==> config.mk <==
export PLATFORM = sky130hd
export DESIGN_NAME = forth_core
export DESIGN_NICKNAME = d
export VERILOG_FILES = /design/src/source/forth_pkg.sv /design/src/source/stack_if.sv /design/src/source/data_stack.sv /design/src/source/forth_core.sv /design/src/source/forth_sequencer.sv /design/src/source/io_port.sv /design/src/source/program_mem.sv
export VERILOG_INCLUDE_DIRS = /design/src /design/src/source
export SDC_FILE = /design/constraint.sdc
export NUM_CORES = 2
export LEC_CHECK = 0
export ABC_AREA = 1
export BUFFER_PORTS_ARGS = -buffer_cell sky130_fd_sc_hd__buf_2
export CORE_ASPECT_RATIO = 0.9
export CORE_MARGIN = 1.5
export CORE_UTILIZATION = 45
export DETAILED_ROUTE_END_ITERATION = 8
export PLACE_DENSITY = 0.57
export SETUP_SLACK_MARGIN = 0.15
export SYNTH_ARGS = -nofsm -noshare
export SYNTH_HDL_FRONTEND = slang
export SYNTH_HIERARCHICAL = 1
export SYNTH_SLANG_ARGS = --single-unit
export TNS_END_PERCENT = 5
==> constraint.sdc <==
create_clock -name clk -period 12.7 [get_ports clk]
set_input_delay 1.27 -clock clk [delete_from_list [all_inputs] [get_ports clk]]
set_output_delay 1.27 -clock clk [all_outputs]
set_load 0.05 [all_outputs]
==> src/source/forth_consts.svh <==
//////////////////////////////////////////////////
// forth core constants
//////////////////////////////////////////////////
`ifndef FORTH_CONSTS_SVH
`define FORTH_CONSTS_SVH

// width of a stack item and a program cell
`define FORTH_CELL_WIDTH 32

// low bits of a cell read as opcode
`define FORTH_OP_WIDTH 8

// data stack entries, pointer wraps
`define FORTH_STACK_DEPTH 16
`define FORTH_STACK_PW $clog2(`FORTH_STACK_DEPTH)

// program cells and derived address width
`define FORTH_PROG_DEPTH 64
`define FORTH_PROG_AW $clog2(`FORTH_PROG_DEPTH)

`endif

==> src/source/forth_pkg.sv <==
//////////////////////////////////////////////////
// forth core types
//////////////////////////////////////////////////
`include "forth_consts.svh"

package forth_pkg;

  // one stack item or program cell
  typedef logic [`FORTH_CELL_WIDTH-1:0] cell_t;

  // opcodes in the low byte of a cell
  // values fixed, programs are written as numbers
  typedef enum logic [`FORTH_OP_WIDTH-1:0] {
    op_nop        = 0,
    op_lit        = 1,
    op_plus       = 2,
    op_minus      = 3,
    op_dup        = 4,
    op_over       = 5,
    op_drop       = 6,
    op_equal      = 7,
    op_zero_equal = 8,
    op_and        = 9,
    op_or         = 10,
    op_branch     = 11,
    op_zero_branch = 12,
    op_io_led     = 13,
    op_io_button  = 14,
    op_emit       = 15
  } forth_op_e;

  // commands from sequencer to data stack
  typedef enum logic [3:0] {
    st_none, st_push, st_pop, st_dup, st_over, st_add, st_sub,
    st_and, st_or, st_equal, st_zero_equal, st_replace
  } stack_op_e;

  // sequencer states
  typedef enum logic [1:0] {
    s_halt,
    s_exec,
    s_operand
  } seq_state_e;

endpackage

==> src/source/stack_if.sv <==
//////////////////////////////////////////////////
// data stack bus
//////////////////////////////////////////////////
`timescale 1ns/100ps

interface stack_if;
  import forth_pkg::*;

  // one-cycle command strobe, st_none when idle
  stack_op_e cmd;
  // value for push and replace
  cell_t     push_value;

  // top two items, always valid
  cell_t     tos;
  cell_t     nos;
  logic      pop_zero;

  // control side
  modport sequencer (
    output cmd, push_value,
    input  tos, pop_zero
  );

  // storage side
  modport stack (
    input  cmd, push_value,
    output tos, nos, pop_zero
  );

endinterface

==> src/source/data_stack.sv <==
//////////////////////////////////////////////////
// circular data stack
//////////////////////////////////////////////////
`timescale 1ns/100ps
`include "forth_consts.svh"

module data_stack (
  input  logic   clk,
  input  logic   reset,
  stack_if.stack stk
);
  import forth_pkg::*;

  localparam int    PW         = `FORTH_STACK_PW;
  // comparison results
  localparam cell_t cell_true  = '1;
  localparam cell_t cell_false = '0;

  cell_t         entry [`FORTH_STACK_DEPTH];
  // sp points at tos, wraps both ways
  logic [PW-1:0] sp;
  logic [PW-1:0] sp_up;
  logic [PW-1:0] sp_dn;
  logic [PW-1:0] sp_next;
  logic          wr_en;
  logic [PW-1:0] wr_addr;
  cell_t         wr_data;

  assign sp_up = sp + 1'b1;
  assign sp_dn = sp - 1'b1;

  // top two items straight from the array
  assign stk.tos      = entry[sp];
  assign stk.nos      = entry[sp_dn];
  assign stk.pop_zero = (stk.tos == '0);

  //////////////////////////////////////////////////
  // command decode
  //////////////////////////////////////////////////

  always_comb begin
    sp_next = sp;
    wr_en   = 1'b0;
    wr_addr = sp;
    wr_data = stk.tos;

    case (stk.cmd)
      st_push, st_dup, st_over: begin
        sp_next = sp_up;
        wr_en   = 1'b1;
        wr_addr = sp_up;
        if (stk.cmd == st_push) begin
          wr_data = stk.push_value;
        end else if (stk.cmd == st_over) begin
          wr_data = stk.nos;
        end
      end
      st_pop: sp_next = sp_dn;
      // two operands in, one result into the nos slot
      st_add, st_sub, st_and, st_or, st_equal: begin
        sp_next = sp_dn;
        wr_en   = 1'b1;
        wr_addr = sp_dn;
        case (stk.cmd)
          st_add:  wr_data = stk.nos + stk.tos;
          st_sub:  wr_data = stk.nos - stk.tos;
          st_and:  wr_data = stk.nos & stk.tos;
          st_or:   wr_data = stk.nos | stk.tos;
          default: wr_data = (stk.nos == stk.tos) ? cell_true : cell_false;
        endcase
      end
      // in place on tos
      st_zero_equal: begin
        wr_en   = 1'b1;
        wr_data = stk.pop_zero ? cell_true : cell_false;
      end
      st_replace: begin
        wr_en   = 1'b1;
        wr_data = stk.push_value;
      end
      default: ;
    endcase
  end

  //////////////////////////////////////////////////
  // storage
  //////////////////////////////////////////////////

  always_ff @(posedge clk) begin
    if (!reset) begin
      sp <= '0;
      for (int i = 0; i < `FORTH_STACK_DEPTH; i++) begin
        entry[i] <= '0;
      end
    end else begin
      sp <= sp_next;
      if (wr_en) begin
        entry[wr_addr] <= wr_data;
      end
    end
  end

endmodule

==> src/source/forth_core.sv <==
//////////////////////////////////////////////////
// forth stack processor top
//////////////////////////////////////////////////
`timescale 1ns/100ps
`include "forth_consts.svh"

module forth_core (
  input  logic                      clk,
  input  logic                      reset,
  input  logic                      run,
  input  logic                      load_en,
  input  logic [`FORTH_PROG_AW-1:0] load_addr,
  input  forth_pkg::cell_t          load_data,
  input  logic                      button0,
  input  logic                      button1,
  output logic                      led_g,
  output logic                      led_b,
  output logic                      led_r,
  output logic                      emit_valid,
  output logic [7:0]                emit_data
);
  import forth_pkg::*;

  logic [`FORTH_PROG_AW-1:0] fetch_addr;
  cell_t                     fetch_cell;
  logic [1:0]                buttons;
  logic                      led_load;
  logic                      emit_load;

  // sequencer to stack
  stack_if stk_bus ();

  // loads only land while halted
  program_mem program_mem_inst (
    .clk       (clk),
    .load_en   (load_en && !run),
    .load_addr (load_addr),
    .load_data (load_data),
    .fetch_addr(fetch_addr),
    .fetch_cell(fetch_cell)
  );

  forth_sequencer forth_sequencer_inst (
    .clk       (clk),
    .reset     (reset),
    .run       (run),
    .fetch_addr(fetch_addr),
    .fetch_cell(fetch_cell),
    .buttons   (buttons),
    .stk       (stk_bus.sequencer),
    .led_load  (led_load),
    .emit_load (emit_load)
  );

  data_stack data_stack_inst (
    .clk  (clk),
    .reset(reset),
    .stk  (stk_bus.stack)
  );

  // tos taken from the stack side of the bus
  io_port io_port_inst (
    .clk       (clk),
    .reset     (reset),
    .button0   (button0),
    .button1   (button1),
    .led_load  (led_load),
    .emit_load (emit_load),
    .tos       (stk_bus.tos),
    .buttons   (buttons),
    .led_g     (led_g),
    .led_b     (led_b),
    .led_r     (led_r),
    .emit_valid(emit_valid),
    .emit_data (emit_data)
  );

endmodule

==> src/source/forth_sequencer.sv <==
//////////////////////////////////////////////////
// forth sequencer
//////////////////////////////////////////////////
`timescale 1ns/100ps
`include "forth_consts.svh"

module forth_sequencer (
  input  logic                      clk,
  input  logic                      reset,
  input  logic                      run,
  output logic [`FORTH_PROG_AW-1:0] fetch_addr,
  input  forth_pkg::cell_t          fetch_cell,
  input  logic [1:0]                buttons,
  stack_if.sequencer                stk,
  output logic                      led_load,
  output logic                      emit_load
);
  import forth_pkg::*;

  localparam int AW = `FORTH_PROG_AW;

  seq_state_e    state;
  seq_state_e    state_next;
  logic [AW-1:0] pc;
  logic [AW-1:0] pc_next;
  logic [AW-1:0] pc_step;
  // two-cell opcode waiting for its operand
  forth_op_e     pend_op;
  forth_op_e     pend_next;
  // tos was zero when zero_branch popped it
  logic          zero_flag;
  logic          zero_next;
  forth_op_e     op;

  assign fetch_addr = pc;
  assign pc_step    = pc + 1'b1;
  assign op         = forth_op_e'(fetch_cell[`FORTH_OP_WIDTH-1:0]);

  //////////////////////////////////////////////////
  // decode and next state
  //////////////////////////////////////////////////

  always_comb begin
    state_next     = state;
    pc_next        = pc;
    pend_next      = pend_op;
    zero_next      = zero_flag;
    stk.cmd        = st_none;
    stk.push_value = '0;
    led_load       = 1'b0;
    emit_load      = 1'b0;

    if (!run) begin
      // halted, pc parked at 0 for loading
      state_next = s_halt;
      pc_next    = '0;
    end else begin
      case (state)
        s_halt: begin
          state_next = s_exec;
        end

        s_exec: begin
          pc_next = pc_step;
          case (op)
            op_plus:       stk.cmd = st_add;
            op_minus:      stk.cmd = st_sub;
            op_dup:        stk.cmd = st_dup;
            op_over:       stk.cmd = st_over;
            op_drop:       stk.cmd = st_pop;
            op_equal:      stk.cmd = st_equal;
            op_zero_equal: stk.cmd = st_zero_equal;
            op_and:        stk.cmd = st_and;
            op_or:         stk.cmd = st_or;
            op_lit, op_branch: begin
              pend_next  = op;
              state_next = s_operand;
            end
            op_zero_branch: begin
              // pop now, remember the test for next cycle
              stk.cmd    = st_pop;
              zero_next  = stk.pop_zero;
              pend_next  = op;
              state_next = s_operand;
            end
            // led bits latched from tos, no pop
            op_io_led:     led_load = 1'b1;
            op_io_button: begin
              stk.cmd        = st_replace;
              stk.push_value = {{(`FORTH_CELL_WIDTH-2){1'b0}}, buttons};
            end
            op_emit: begin
              stk.cmd   = st_pop;
              emit_load = 1'b1;
            end
            // nop and unknown codes
            default: ;
          endcase
        end

        s_operand: begin
          // fetch_cell now holds the operand
          state_next = s_exec;
          case (pend_op)
            op_lit: begin
              stk.cmd        = st_push;
              stk.push_value = fetch_cell;
              pc_next        = pc_step;
            end
            op_branch:      pc_next = fetch_cell[AW-1:0];
            op_zero_branch: pc_next = zero_flag ? fetch_cell[AW-1:0] : pc_step;
            default:        pc_next = pc_step;
          endcase
        end

        default: state_next = s_halt;
      endcase
    end
  end

  //////////////////////////////////////////////////
  // registers
  //////////////////////////////////////////////////

  always_ff @(posedge clk) begin
    if (!reset) begin
      state     <= s_halt;
      pc        <= '0;
      pend_op   <= op_nop;
      zero_flag <= 1'b0;
    end else begin
      state     <= state_next;
      pc        <= pc_next;
      pend_op   <= pend_next;
      zero_flag <= zero_next;
    end
  end

endmodule

==> src/source/io_port.sv <==
//////////////////////////////////////////////////
// board i/o
//////////////////////////////////////////////////
`timescale 1ns/100ps

module io_port (
  input  logic             clk,
  input  logic             reset,
  input  logic             button0,
  input  logic             button1,
  input  logic             led_load,
  input  logic             emit_load,
  input  forth_pkg::cell_t tos,
  output logic [1:0]       buttons,
  output logic             led_g,
  output logic             led_b,
  output logic             led_r,
  output logic             emit_valid,
  output logic [7:0]       emit_data
);

  // two-flop synchronizer, bit 1 is button1
  logic [1:0] btn_meta;
  logic [1:0] btn_sync;

  always_ff @(posedge clk) begin
    if (!reset) begin
      btn_meta <= '0;
      btn_sync <= '0;
    end else begin
      btn_meta <= {button1, button0};
      btn_sync <= btn_meta;
    end
  end

  assign buttons = btn_sync;

  // leds are active low, 1 is off
  always_ff @(posedge clk) begin
    if (!reset) begin
      led_g <= 1'b1;
      led_b <= 1'b1;
    end else if (led_load) begin
      led_g <= ~tos[0];
      led_b <= ~tos[1];
    end
  end

  // red not driven by any opcode
  assign led_r = 1'b1;

  // emit strobe, one cycle, no hold
  always_ff @(posedge clk) begin
    if (!reset) begin
      emit_valid <= 1'b0;
      emit_data  <= '0;
    end else begin
      emit_valid <= emit_load;
      if (emit_load) begin
        emit_data <= tos[7:0];
      end
    end
  end

endmodule

==> src/source/program_mem.sv <==
//////////////////////////////////////////////////
// program memory
//////////////////////////////////////////////////
`timescale 1ns/100ps
`include "forth_consts.svh"

module program_mem (
  input  logic                     clk,
  input  logic                     load_en,
  input  logic [`FORTH_PROG_AW-1:0] load_addr,
  input  forth_pkg::cell_t         load_data,
  input  logic [`FORTH_PROG_AW-1:0] fetch_addr,
  output forth_pkg::cell_t         fetch_cell
);
  import forth_pkg::*;

  // cell array, contents come from the load port only
  cell_t cells [`FORTH_PROG_DEPTH];

  //////////////////////////////////////////////////
  // load port
  //////////////////////////////////////////////////

  // one cell per clock while loading
  always_ff @(posedge clk) begin
    if (load_en) begin
      cells[load_addr] <= load_data;
    end
  end

  //////////////////////////////////////////////////
  // fetch port
  //////////////////////////////////////////////////

  // combinational read, sequencer sees the cell
  // at pc in the same cycle
  assign fetch_cell = cells[fetch_addr];

endmodule

==> results.py <==
metrics = {
    "detailed_routing": {
        "drc": 0,
        "routedWlPerCell_um": 25.75,
        "routed-via-count": 91770,
        "vias_per_cell": 5.744,
        "drt_first_pass_iters": 7,
        "drt-initial-drc-count": 10920,
        "wirelength_mm": 411.5,
        "final_antenna_net_count": 0,
    },
    "critical_path": {
        "start_kind": "flip-flop",
        "end_kind": "flip-flop",
        "critPathMostFrequentCell": "nor2_1",
        "slowest_stage": "nor2_1",
        "slowest_delay_ns": 0.99,
        "cp.arrival_ns": 10.24,
        "path_buf_inv": 9,
        "crit_family": "simple AND/OR/NAND/NOR gates",
        "r2r_start": "forth_sequencer_inst/fetch_addr[0]",
        "rrSetupSlack_ns": 2.93,
        "cp.required_ns": 13.17,
        "critPathLaunch": "forth_sequencer_inst/fetch_addr[0]",
        "crit_fanout": 89,
        "timing_worst_setup_path_type": "reg2reg",
    },
    "worst_hold_path": {
        "holdCritStartpoint": "io_port_inst/emit_data[2]",
        "hold_path_class": "reg2reg",
    },
    "floorplan": {
        "die_area_sq_um": 275900,
        "die_x_um": 553.5,
        "start_util_pct": 45.32,
        "die_h_um": 498.5,
        "core-area_sq_um": 270900,
        "io_pins": 56,
        "row_count": 181,
    },
    "cells_and_area": {
        "mostFrequentLayoutCells": "nand2_1, nand3_1, edfxtp_1",
        "nets": 12340,
        "postLayoutCoreUtil_pct": 49.63,
        "final_common_cell": "nand2_1",
        "drive_gt1_share_pct": 8.369,
        "area_growth_syn_to_layout_pct": 9.501,
    },
    "synthesis": {
        "synth_seq_cells": 2600,
        "syn_avg_cell_area_sq_um": 9.848,
        "syn_area_sq_um": 122800,
        "synth_compound_area_share_pct": 3.450,
        "synth_xor_area_share_pct": 0.04995,
        "async_flop_share_pct": 0,
        "synth-simple-area-share_pct": 25.87,
        "synth_edf_count": 2560,
        "ys.flop_type": "edfxtp_1",
        "syn-num-nets": 12610,
        "synthMuxAreaShare_pct": 0,
        "yosysWarnings": 6,
        "ys_seq_area_share_pct": 63.28,
        "synthCells": 12470,
        "synth_fa_ha_area_share_pct": 1.072,
        "yosys.cell_types.count": 55,
        "synth_top_family_by_area": "simple AND/OR/NAND/NOR gates",
    },
    "power_and_ir_drop": {
        "irDropWorstVdd_uv": 116.5,
        "p_total_uw": 18500,
        "p_leak_uw": 0.05093,
        "power_density_nw_per_um2": 137.7,
    },
    "timing": {
        "timing.slew.headroom_pct": 13.38,
        "setup_violations": 0,
        "tightest_slew_ns": 1.294,
        "hold_viol": 0,
        "fin_ws_ns": 2.929,
        "finalCriticalPeriod_ns": 9.771,
        "worst_hold_slack_ns": 0.4679,
        "rsz0062_at_grt": "false",
        "fin_skew_ns": 0.1064,
        "drv_slew": 0,
        "max_freq_mhz": 102.3,
        "period_share_pct": 76.93,
        "finalSetupTns_ns": 0,
    },
    "global_routing": {
        "grt_pass1_wl_mm": 595.6,
        "grt_pass1_vias": 86250,
        "grt_max_degree": 184,
        "antenna_found_initial": 14,
        "grt_use_total_pct": 29.21,
        "grt_overflow": 0,
    },
    "job": {
        "cap_violations": 0,
    },
    "cts": {
        "hold_buffers": 0,
        "postCtsSetupRepairBufs": 0,
        "clkLatencyLatePin_ns": 0.87,
        "tritoncts": "yes",
        "cts.sinks": 2600,
        "cts_inserted_buffers": 285,
        "h-tree-depth": 5,
        "clockBufferDepth": 4,
        "path_clk_slew_ns": 0.06,
        "cts_root_buffer": "clkbuf_16",
        "ctsResizeCount": 0,
    },
    "status": {
        "status": "finished clean",
    },
    "placed_design": {
        "gp_congestion": 0.9312,
        "portBuffers": 54,
        "place_hpwl_mm": 236.0,
        "dp_slack_ns": 3.127,
    },
}
-- Yosys cell counts, types with 61 or more instances --
library cell,count,share of area (%)
nand3_1,2624,11
buf_2,374,1.5
o211ai_1,183,1.1
ha_1,102,1.0
buf_4,64,0.39
inv_2,61,0.19
a21oi_1,262,1.1
buf_1,82,0.25
inv_1,907,2.8
clkbuf_1,231,0.71
nor2_1,499,1.5
nor2_2,152,0.77
nand2_1,3777,12
edfxtp_1,2560,63
o21ai_0,241,0.98
-- metal layers --
metal / wire length, um / vias to the layer above / track usage (%)
met5: 88 / - / 0
met3: 35310 / 877 / 4.634
met4: 21090 / 14 / 13.57
met1: 165900 / 44650 / 39.26
li1: - / 41850 / -
met2: 189000 / 4379 / 46.57
-- registers in the layout (all words and copies together) (netlist names), named ones only --
signal,count
program_mem_inst/cells,2048
data_stack_inst/entry,512
forth_sequencer_inst/pend_op,8
io_port_inst/emit_data,8
forth_sequencer_inst/fetch_addr,6
data_stack_inst/sp,4
forth_sequencer_inst/state,2
io_port_inst/btn_meta,2
io_port_inst/buttons,2
forth_sequencer_inst/zero_flag,1
io_port_inst/emit_valid,1
io_port_inst/led_b,1
io_port_inst/led_g,1
-- kinds of logic (layout without fill, tap and decap cells) --
family | count (synthesis) | in the layout
other | 1 | 7
adder cells (fa/ha/maj) | 104 | 104
AO/OA/AOI/OAI | 728 | 728
buffers and inverters | 1768 | 1706
XOR/XNOR | 7 | 7
AND/OR/NAND/NOR | 7257 | 7257
flip-flops | 2600 | 2600
-- metrics by stage --
| step | area (sq um) | std cells |
|---|---|---|
| 2_1_floorplan | 122800 | 12470 |
| 3_3_place_gp | 125600 | 15470 |
| 3_5_place_dp | 125600 | 15470 |
| 4_1_cts | 134400 | 15970 |
| 5_1_grt | 134400 | 15970 |
| 6_report | 134400 | 15980 |
-- where the power goes --
part	switching [uW]	internal [uW]	leakage, uW	total [uW]
clock network	3380	4560	0.00424	7940
registers	40.8	9500	0.0240	9540
logic	798	223	0.0227	1020
-- worst paths after layout --
kind,cells after the start,end
min,2,io_port_inst/emit_data[2]
max reg2reg,31,data_stack_inst/entry[0][19]
max,31,data_stack_inst/entry[0][19]
min reg2reg,2,io_port_inst/emit_data[2]
-- area by class of cell --
type                    count  area (sq um)
fillers                 24540        136400
diodes                      6         15.01
repair buffers            236          1834
clock inverters           144          1236
clock buffers             357          7530
inverters                 969          3685
flip-flops and latches   2600         77710
well taps                3568          4464
multi-input cells        8097         37940
-- worst register-to-register path: cells and delay by family (launching register included) --
kind | cells | cell delay [ns]
flops | 1 | 0.46
compound gates | 2 | 0.44
simple gates | 20 | 4.79
buf+inv | 9 | 3.67
Power figures use the tool's default switching activity.
